--- src/hw/mips_pkg.sv ---
`default_nettype none

package mips_pkg;

	////////////////////
	// Widths
	////////////////////
	localparam int DATA_W     = 32;
	localparam int REG_ADDR_W = 5;
	localparam int OPCODE_W   = 6;
	localparam int FUNCT_W    = 6;

	// Instruction field positions
	localparam int OPCODE_MSB = 31;
	localparam int OPCODE_LSB = 26;
	localparam int RS_MSB     = 25;
	localparam int RS_LSB     = 21;
	localparam int RT_MSB     = 20;
	localparam int RT_LSB     = 16;
	localparam int RD_MSB     = 15;
	localparam int RD_LSB     = 11;
	localparam int SHAMT_MSB  = 10;
	localparam int SHAMT_LSB  = 6;
	localparam int FUNCT_MSB  = 5;
	localparam int FUNCT_LSB  = 0;
	localparam int IMM_MSB    = 15;
	localparam int IMM_LSB    = 0;
	localparam int JIDX_MSB   = 25;
	localparam int JIDX_LSB   = 0;

	////////////////////
	// Opcodes and function codes
	////////////////////
	localparam logic [OPCODE_W-1:0] OP_RTYPE = 6'h00;
	localparam logic [OPCODE_W-1:0] OP_J     = 6'h02;
	localparam logic [OPCODE_W-1:0] OP_BEQ   = 6'h04;
	localparam logic [OPCODE_W-1:0] OP_BNE   = 6'h05;
	localparam logic [OPCODE_W-1:0] OP_ADDI  = 6'h08;
	localparam logic [OPCODE_W-1:0] OP_ANDI  = 6'h0c;
	localparam logic [OPCODE_W-1:0] OP_ORI   = 6'h0d;
	localparam logic [OPCODE_W-1:0] OP_LW    = 6'h23;
	localparam logic [OPCODE_W-1:0] OP_SW    = 6'h2b;

	localparam logic [FUNCT_W-1:0] FN_SLL = 6'h00;
	localparam logic [FUNCT_W-1:0] FN_SRL = 6'h02;
	localparam logic [FUNCT_W-1:0] FN_JR  = 6'h08;
	localparam logic [FUNCT_W-1:0] FN_ADD = 6'h20;
	localparam logic [FUNCT_W-1:0] FN_SUB = 6'h22;
	localparam logic [FUNCT_W-1:0] FN_AND = 6'h24;
	localparam logic [FUNCT_W-1:0] FN_OR  = 6'h25;
	localparam logic [FUNCT_W-1:0] FN_SLT = 6'h2a;

	typedef enum logic [3:0] {
		ALU_NOP = 4'd0,
		ALU_ADD = 4'd1,
		ALU_SUB = 4'd2,
		ALU_AND = 4'd3,
		ALU_OR  = 4'd4,
		ALU_SLT = 4'd5,
		ALU_SLL = 4'd6,
		ALU_SRL = 4'd7
	} alu_op_t;

	////////////////////
	// Control words
	////////////////////
	// Execute word, high bit first
	localparam int EXEC_W       = 11;
	localparam int EX_REG_DST   = 10;
	localparam int EX_ALU_SRC   = 9;
	localparam int EX_ALU_OP_HI = 8;
	localparam int EX_ALU_OP_LO = 5;
	localparam int EX_SHIFT_SRC = 4;
	localparam int EX_JUMP      = 3;
	localparam int EX_JUMP_REG  = 2;
	localparam int EX_BRANCH_EQ = 1;
	localparam int EX_BRANCH_NE = 0;

	localparam int MEM_W     = 2;
	localparam int MEM_READ  = 1;
	localparam int MEM_WRITE = 0;

	localparam int WB_W          = 2;
	localparam int WB_REG_WRITE  = 1;
	localparam int WB_MEM_TO_REG = 0;

endpackage

`default_nettype wire

--- src/hw/main_control.sv ---
`default_nettype none

module main_control (
	input  logic [mips_pkg::OPCODE_W-1:0] opcode,
	input  logic [mips_pkg::FUNCT_W-1:0]  funct,
	output logic [mips_pkg::EXEC_W-1:0]   exec_ctrl,
	output logic [mips_pkg::MEM_W-1:0]    mem_ctrl,
	output logic [mips_pkg::WB_W-1:0]     wb_ctrl
);

	import mips_pkg::*;

	always_comb
	begin
		// Anything not listed below leaves all three words at zero
		exec_ctrl = '0;
		mem_ctrl  = '0;
		wb_ctrl   = '0;

		case (opcode)
			OP_RTYPE:
			begin
				case (funct)
					FN_ADD, FN_SUB, FN_AND, FN_OR, FN_SLT:
					begin
						exec_ctrl[EX_REG_DST]   = 1'b1;
						wb_ctrl[WB_REG_WRITE]   = 1'b1;
						case (funct)
							FN_ADD:  exec_ctrl[EX_ALU_OP_HI:EX_ALU_OP_LO] = ALU_ADD;
							FN_SUB:  exec_ctrl[EX_ALU_OP_HI:EX_ALU_OP_LO] = ALU_SUB;
							FN_AND:  exec_ctrl[EX_ALU_OP_HI:EX_ALU_OP_LO] = ALU_AND;
							FN_OR:   exec_ctrl[EX_ALU_OP_HI:EX_ALU_OP_LO] = ALU_OR;
							default: exec_ctrl[EX_ALU_OP_HI:EX_ALU_OP_LO] = ALU_SLT;
						endcase
					end
					// Shifts take shamt instead of rs as the first operand
					FN_SLL, FN_SRL:
					begin
						exec_ctrl[EX_REG_DST]   = 1'b1;
						exec_ctrl[EX_SHIFT_SRC] = 1'b1;
						wb_ctrl[WB_REG_WRITE]   = 1'b1;
						if (funct == FN_SLL)
							exec_ctrl[EX_ALU_OP_HI:EX_ALU_OP_LO] = ALU_SLL;
						else
							exec_ctrl[EX_ALU_OP_HI:EX_ALU_OP_LO] = ALU_SRL;
					end
					FN_JR:
						exec_ctrl[EX_JUMP_REG] = 1'b1;
					default:
						exec_ctrl = '0;
				endcase
			end

			////////////////////
			// Immediate forms
			////////////////////
			OP_ADDI, OP_ANDI, OP_ORI:
			begin
				exec_ctrl[EX_ALU_SRC] = 1'b1;
				wb_ctrl[WB_REG_WRITE] = 1'b1;
				if (opcode == OP_ADDI)
					exec_ctrl[EX_ALU_OP_HI:EX_ALU_OP_LO] = ALU_ADD;
				else if (opcode == OP_ANDI)
					exec_ctrl[EX_ALU_OP_HI:EX_ALU_OP_LO] = ALU_AND;
				else
					exec_ctrl[EX_ALU_OP_HI:EX_ALU_OP_LO] = ALU_OR;
			end

			// Loads and stores compute base plus offset
			OP_LW:
			begin
				exec_ctrl[EX_ALU_SRC]                = 1'b1;
				exec_ctrl[EX_ALU_OP_HI:EX_ALU_OP_LO] = ALU_ADD;
				mem_ctrl[MEM_READ]                   = 1'b1;
				wb_ctrl[WB_REG_WRITE]                = 1'b1;
				wb_ctrl[WB_MEM_TO_REG]               = 1'b1;
			end
			OP_SW:
			begin
				exec_ctrl[EX_ALU_SRC]                = 1'b1;
				exec_ctrl[EX_ALU_OP_HI:EX_ALU_OP_LO] = ALU_ADD;
				mem_ctrl[MEM_WRITE]                  = 1'b1;
			end

			// Branches compare by subtraction in execute
			OP_BEQ:
			begin
				exec_ctrl[EX_ALU_OP_HI:EX_ALU_OP_LO] = ALU_SUB;
				exec_ctrl[EX_BRANCH_EQ]              = 1'b1;
			end
			OP_BNE:
			begin
				exec_ctrl[EX_ALU_OP_HI:EX_ALU_OP_LO] = ALU_SUB;
				exec_ctrl[EX_BRANCH_NE]              = 1'b1;
			end
			OP_J:
				exec_ctrl[EX_JUMP] = 1'b1;
			default:
				exec_ctrl = '0;
		endcase
	end

endmodule

`default_nettype wire

--- src/hw/register_file.sv ---
`default_nettype none

module register_file (
	input  logic                            clk,
	input  logic                            reset,
	input  logic [mips_pkg::REG_ADDR_W-1:0] rs_addr,
	input  logic [mips_pkg::REG_ADDR_W-1:0] rt_addr,
	input  logic                            reg_write,
	input  logic [mips_pkg::REG_ADDR_W-1:0] write_register,
	input  logic [mips_pkg::DATA_W-1:0]     write_data,
	output logic [mips_pkg::DATA_W-1:0]     rs_data,
	output logic [mips_pkg::DATA_W-1:0]     rt_data
);

	import mips_pkg::*;

	localparam int NUM_REGS = 2 ** REG_ADDR_W;

	logic [DATA_W-1:0] regs [NUM_REGS];

	// Register zero never takes a write
	always_ff @(posedge clk)
	begin
		if (reset)
		begin
			for (int i = 0; i < NUM_REGS; i++)
				regs[i] <= '0;
		end
		else if (reg_write && (write_register != '0))
		begin
			regs[write_register] <= write_data;
		end
	end

	////////////////////
	// Read ports
	////////////////////
	// Writeback data in flight wins over the stored value
	function automatic logic [DATA_W-1:0] read_port(input logic [REG_ADDR_W-1:0] addr);
		logic [DATA_W-1:0] value;
		if (addr == '0)
			value = '0;
		else if (reg_write && (write_register == addr))
			value = write_data;
		else
			value = regs[addr];
		return value;
	endfunction

	always_comb
	begin
		rs_data = read_port(rs_addr);
		rt_data = read_port(rt_addr);
	end

endmodule

`default_nettype wire

--- src/hw/decode_stage.sv ---
`default_nettype none

module decode_stage (
	input  logic                            clk,
	input  logic                            reset,
	input  logic                            instr_valid,
	input  logic [mips_pkg::DATA_W-1:0]     instr,
	input  logic [mips_pkg::DATA_W-1:0]     pc_next,
	input  logic                            reg_write,
	input  logic [mips_pkg::REG_ADDR_W-1:0] write_register,
	input  logic [mips_pkg::DATA_W-1:0]     write_data,
	input  logic                            flush,

	output logic                            out_valid,
	output logic [mips_pkg::DATA_W-1:0]     out_pc_next,
	output logic [mips_pkg::DATA_W-1:0]     read_data_1,
	output logic [mips_pkg::DATA_W-1:0]     read_data_2,
	output logic [mips_pkg::DATA_W-1:0]     sign_imm,
	output logic [mips_pkg::REG_ADDR_W-1:0] out_rs,
	output logic [mips_pkg::REG_ADDR_W-1:0] out_rt,
	output logic [mips_pkg::REG_ADDR_W-1:0] out_rd,
	output logic [mips_pkg::REG_ADDR_W-1:0] out_shamt,
	output logic [mips_pkg::EXEC_W-1:0]     exec_ctrl,
	output logic [mips_pkg::MEM_W-1:0]      mem_ctrl,
	output logic [mips_pkg::WB_W-1:0]       wb_ctrl,

	output logic [mips_pkg::DATA_W-1:0]     jump_target,
	output logic [mips_pkg::DATA_W-1:0]     jump_reg_target,
	output logic                            jump,
	output logic                            jump_register,
	output logic                            stall
);

	import mips_pkg::*;

	////////////////////
	// Field extraction
	////////////////////
	logic [OPCODE_W-1:0]   opcode;
	logic [REG_ADDR_W-1:0] rs;
	logic [REG_ADDR_W-1:0] rt;
	logic [REG_ADDR_W-1:0] rd;
	logic [REG_ADDR_W-1:0] shamt;
	logic [FUNCT_W-1:0]    funct;
	logic [15:0]           imm;
	logic [25:0]           jidx;

	assign opcode = instr[OPCODE_MSB:OPCODE_LSB];
	assign rs     = instr[RS_MSB:RS_LSB];
	assign rt     = instr[RT_MSB:RT_LSB];
	assign rd     = instr[RD_MSB:RD_LSB];
	assign shamt  = instr[SHAMT_MSB:SHAMT_LSB];
	assign funct  = instr[FUNCT_MSB:FUNCT_LSB];
	assign imm    = instr[IMM_MSB:IMM_LSB];
	assign jidx   = instr[JIDX_MSB:JIDX_LSB];

	logic [DATA_W-1:0] imm_ext;

	assign imm_ext = {{(DATA_W - 16){imm[15]}}, imm};

	// Decoded control for the instruction now in decode
	logic [EXEC_W-1:0] dec_exec;
	logic [MEM_W-1:0]  dec_mem;
	logic [WB_W-1:0]   dec_wb;

	main_control u_main_control (
		.opcode    (opcode),
		.funct     (funct),
		.exec_ctrl (dec_exec),
		.mem_ctrl  (dec_mem),
		.wb_ctrl   (dec_wb)
	);

	logic [DATA_W-1:0] rs_val;
	logic [DATA_W-1:0] rt_val;

	register_file u_register_file (
		.clk            (clk),
		.reset          (reset),
		.rs_addr        (rs),
		.rt_addr        (rt),
		.reg_write      (reg_write),
		.write_register (write_register),
		.write_data     (write_data),
		.rs_data        (rs_val),
		.rt_data        (rt_val)
	);

	////////////////////
	// Load-use hazard
	////////////////////
	// The held ID/EX entry is a load whose target is read here
	logic hazard;

	assign hazard = instr_valid && out_valid && mem_ctrl[MEM_READ]
		&& (out_rt != '0) && ((out_rt == rs) || (out_rt == rt));

	// Combinational outputs, all forced low by flush
	assign stall           = flush ? 1'b0 : hazard;
	assign jump            = flush ? 1'b0 : dec_exec[EX_JUMP];
	assign jump_register   = flush ? 1'b0 : dec_exec[EX_JUMP_REG];
	assign jump_target     = flush ? '0 : {pc_next[DATA_W-1 -: 4], jidx, 2'b00};
	assign jump_reg_target = flush ? '0 : rs_val;

	////////////////////
	// ID/EX register
	////////////////////
	always_ff @(posedge clk)
	begin
		if (reset || flush)
		begin
			out_valid   <= 1'b0;
			out_pc_next <= '0;
			read_data_1 <= '0;
			read_data_2 <= '0;
			sign_imm    <= '0;
			out_rs      <= '0;
			out_rt      <= '0;
			out_rd      <= '0;
			out_shamt   <= '0;
			exec_ctrl   <= '0;
			mem_ctrl    <= '0;
			wb_ctrl     <= '0;
		end
		else if (instr_valid)
		begin
			out_valid   <= 1'b1;
			out_pc_next <= pc_next;
			read_data_1 <= rs_val;
			read_data_2 <= rt_val;
			sign_imm    <= imm_ext;
			out_rs      <= rs;
			out_rt      <= rt;
			out_rd      <= rd;
			out_shamt   <= shamt;
			// A stalled instruction becomes a bubble and is re-presented
			if (hazard)
			begin
				exec_ctrl <= '0;
				mem_ctrl  <= '0;
				wb_ctrl   <= '0;
			end
			else
			begin
				exec_ctrl <= dec_exec;
				mem_ctrl  <= dec_mem;
				wb_ctrl   <= dec_wb;
			end
		end
		else
		begin
			// No instruction this cycle, payload is left as it was
			out_valid <= 1'b0;
			exec_ctrl <= '0;
			mem_ctrl  <= '0;
			wb_ctrl   <= '0;
		end
	end

endmodule

`default_nettype wire

--- config.mk ---
export PLATFORM = sky130hd
export DESIGN_NAME = decode_stage
export DESIGN_NICKNAME = d
export VERILOG_FILES = /design/src/hw/mips_pkg.sv /design/src/hw/main_control.sv /design/src/hw/register_file.sv /design/src/hw/decode_stage.sv
export SDC_FILE = /design/constraint.sdc
export NUM_CORES = 2
export LEC_CHECK = 0
export BUFFER_PORTS_ARGS = -buffer_cell sky130_fd_sc_hd__clkbuf_2
export CAP_MARGIN = 20
export CORE_MARGIN = 2
export CORE_UTILIZATION = 35
export CTS_BUF_LIST = sky130_fd_sc_hd__clkbuf_16
export CTS_CLUSTER_DIAMETER = 200
export DETAILED_ROUTE_END_ITERATION = 12
export GPL_TIMING_DRIVEN = 0
export PLACE_DENSITY_LB_ADDON = 0.1
export SLEW_MARGIN = 0
export SYNTH_ARGS = -nofsm -noshare
export SYNTH_HDL_FRONTEND = slang
export SYNTH_SLANG_ARGS = --single-unit
export TNS_END_PERCENT = 30
--- constraint.sdc ---
create_clock -name clk -period 6.7 [get_ports clk]
set_input_delay 1.005 -clock clk [delete_from_list [all_inputs] [get_ports clk]]
set_output_delay 1.005 -clock clk [all_outputs]
set_load 0.01 [all_outputs]
==> flow_summary.toml <==
[placement]
placed_cell_area_sq_um = 65300
placed_cells = 6775
io_buffers = 317
dpl_worst_slack_ns = 0.344
gp_congestion = 0.988
dp_hpwl_mm = 200

[clock_network]
insertion_delay_ns = 0.81
cts_tree = "built"
cts_buffers = 141
cts_hold_buf = 0
cts_resized = 0
cts.sinks = 1160
cts_root_buf = "clkbuf_16"
cts_max_level = 4
postCtsSetupBuffers = 0
path_clk_slew_ns = 0.05
clockBufferDepth = 3

[layout]
final_area_sq_um = 69800
fin_nets = 4809
multi_input_area_sq_um = 24500
drive_above_1_share_pct = 25.4
seq_area_sq_um = 33500
fin_util_pct = 41.1
area.growth.synth_to_final_pct = 16.3
fillers = 15691
fin_cells = 7051

[timing]
fin_crit_ns = 6.55
timing.hold.ws_ns = 0.437
setup_tns_ns = 0
tightestPinTransition_ns = 1.31
relSlewSlack_pct = 12.7
drv_slew = 0
grt_setup_unrepaired = "false"
hold_viol_final = 0
layout_setup_ws_ns = 0.155
clock_skew_ns = 0.0227
setup_viol = 0
finalCritPeriodShare_pct = 97.7
max_freq_mhz = 153

[worst_setup_path]
cp_max_fo = 10
max_stage_delay_ns = 0.87
critPathKind = "input port to output port"
cp_slowest_cell = "buf_2"
crit_top_cell = "buf_2"
cp-end-kind = "output port"
cp-start-kind = "input port"
path_cells = "buf_2 > buf_4 > buf_4 > buf_2 > buf_2 > mux2i_1 > a21oi_1 > nor3_1 > nor3_1 > clkbuf_2"
ff2ff_path_depth = 5
required_ns = 5.69
ff2ff_setup_slack_ns = 3.96
r2r-start = "u_register_file.regs[31][7]"
cp.arrival_ns = 5.54
regToRegEndpoint = "read_data_1[7]"

[die]
die-height_um = 418
start_util_pct = 35.3
design.core.area_sq_um = 170000
io_pins = 337
dieArea_sq_um = 175000
fp-row-count = 151
die_w_um = 418

[routing]
vias_per_cell = 5.86
dr.pass1.iters = 8
drt-total-wl_mm = 268
drc = 0
ant_nets = 0
wire_per_inst_um = 38.1
vias = 41340
drtIter0Drc = 5676

[global_routing]
grt_use_met2_pct = 46.7
grt.busiest_layer = "met2"
grt_pass1_vias = 39754
met3_usage_pct = 7.00
use_met1_pct = 39.6
antenna_found_initial = 30
grt_first_pass_wirelength_mm = 353
track_usage_pct = 30.3
grt_max_degree = 33
overflow = 0

[synthesis]
yosysWarningCount = 0
synthCells = 4166
ys_ff_latch = 1160
synth_edf_count = 1024
synth.distinct_cells = 50
netlist_area_sq_um = 60000
async_flop_share_pct = 0
yosysSeqAreaShare_pct = 55.8
syn_area_per_cell_sq_um = 14.4
synth_ff_type = "edfxtp_1"

[min_path]
hp-class = "input port to register"
holdPathStages = 3
hold_path_startpoint = "pc_next[14]"
hold_end = "out_pc_next[14]"

[power_and_ir_drop]
p_per_area_nw_per_um2 = 265
vdd_ir_drop_max_uv = 214
leakage_nw = 25.2
design_power_total_mw = 18.5

[run]
drv_cap = 0

[outcome]
outcome = "completed"
==> cells in the mapped netlist (4+ instances only) <==
library cell	instances	area, sq um
a211oi_2	11	138
a21oi_1	32	160
a221o_1	46	460
a22o_1	32	280
a22oi_1	76	571
and2_1	995	6220
and3_1	16	100
buf_1	23	86.3
buf_2	68	340
buf_4	60	450
buf_6	10	113
clkbuf_1	302	1130
dfxtp_1	136	2720
edfxtp_1	1024	30700
mux2i_1	267	2670
mux4_2	470	10600
nand2_1	98	368
nand3_1	26	130
nand3b_1	8	60.1
nand4_1	5	31.3
nor2_1	134	503
nor2b_1	49	307
nor3_1	31	155
nor3b_1	4	30.0
nor4_1	39	244
o211ai_1	16	120
o21ai_0	10	50.1
o21ai_1	16	80.1
o22ai_1	64	400
o31ai_1	18	135
or2_2	32	200
xnor2_1	9	78.8
xor2_1	12	105
==> sequential cells by signal, indices dropped and copies added, names as in the netlist <==
register	count
u_register_file.regs	1024
out_pc_next	32
read_data_1	32
read_data_2	32
sign_imm	16
exec_ctrl	10
out_rs	5
out_rt	5
wb_ctrl	2
mem_ctrl	1
out_valid	1
==> how the worst max path moves through the flow <==
| stage | start | to | cells after the start |
|---|---|---|---|
| after CTS | instr[23] | jump_reg_target[7] | 10 |
| after global routing | instr[23] | jump_reg_target[7] | 10 |
| after detailed placement | instr[23] | jump_reg_target[7] | 10 |
| after floorplan | instr[23] | jump_reg_target[29] | 7 |
| after global placement | instr[23] | jump_reg_target[7] | 10 |
| final | instr[23] | jump_reg_target[7] | 10 |
==> placed cells by master (no fill, tap or decap), types with 27 or more instances in the layout <==
master / n
a22o_1: 32
a21oi_1: 32
nand2_1: 98
buf_4: 60
buf_2: 71
nor3_1: 31
edfxtp_1: 1024
a221o_1: 46
clkinv_1: 27
and2_1: 995
clkbuf_2: 323
mux2i_1: 267
inv_1: 38
clkbuf_1: 296
a22oi_1: 76
mux4_2: 470
or2_2: 32
nor2b_1: 49
conb_1: 35
nor4_1: 39
clkbuf_16: 144
dfxtp_1: 136
o22ai_1: 64
nor2_1: 132
==> critical path, delay by kind of cell <==
| kind | cells | cell delay (ns) |
|---|---|---|
| compound gates | 1 | 0.16 |
| buf+inv | 6 | 2.64 |
| mux | 1 | 0.76 |
| simple gates | 2 | 0.92 |
==> final cells by class <==
| type | count | share of cell area (%) |
|---|---|---|
| clock buffer | 144 | 5.16 |
| timing repair buffer | 360 | 3.45 |
| tap | 2218 | 3.98 |
| sequential | 1160 | 48.0 |
| antenna | 13 | 0.0466 |
| buffer | 463 | 3.06 |
| multi-input combinational | 2574 | 35.1 |
| clock inverter | 116 | 1.18 |
| inverter | 3 | 0.0161 |
==> routing by layer <==
metal,share of wire (%),wire length [um]
met2,45,121000
met3,9.1,24500
met1,39,106000
met4,6.3,16900
met5,0.010,27
==> power breakdown <==
part           internal, mW  switching (mW)  total (mW)
Clock                  4.22            3.32        7.54
Combinational         0.888            1.57        2.46
Sequential             8.25           0.221        8.47
Total                  13.4            5.11        18.5
==> logic make-up after synthesis <==
kind of cell / count (synthesis) / share of synthesized area [%]
compound gates: 329 / 4.09
xor+xnor: 21 / 0.307
buf+inv: 466 / 3.56
flops: 1160 / 55.8
mux: 737 / 22.1
other cells: 1 / 0.00625
simple gates: 1452 / 14.1
Power figures use the tool's default switching activity.
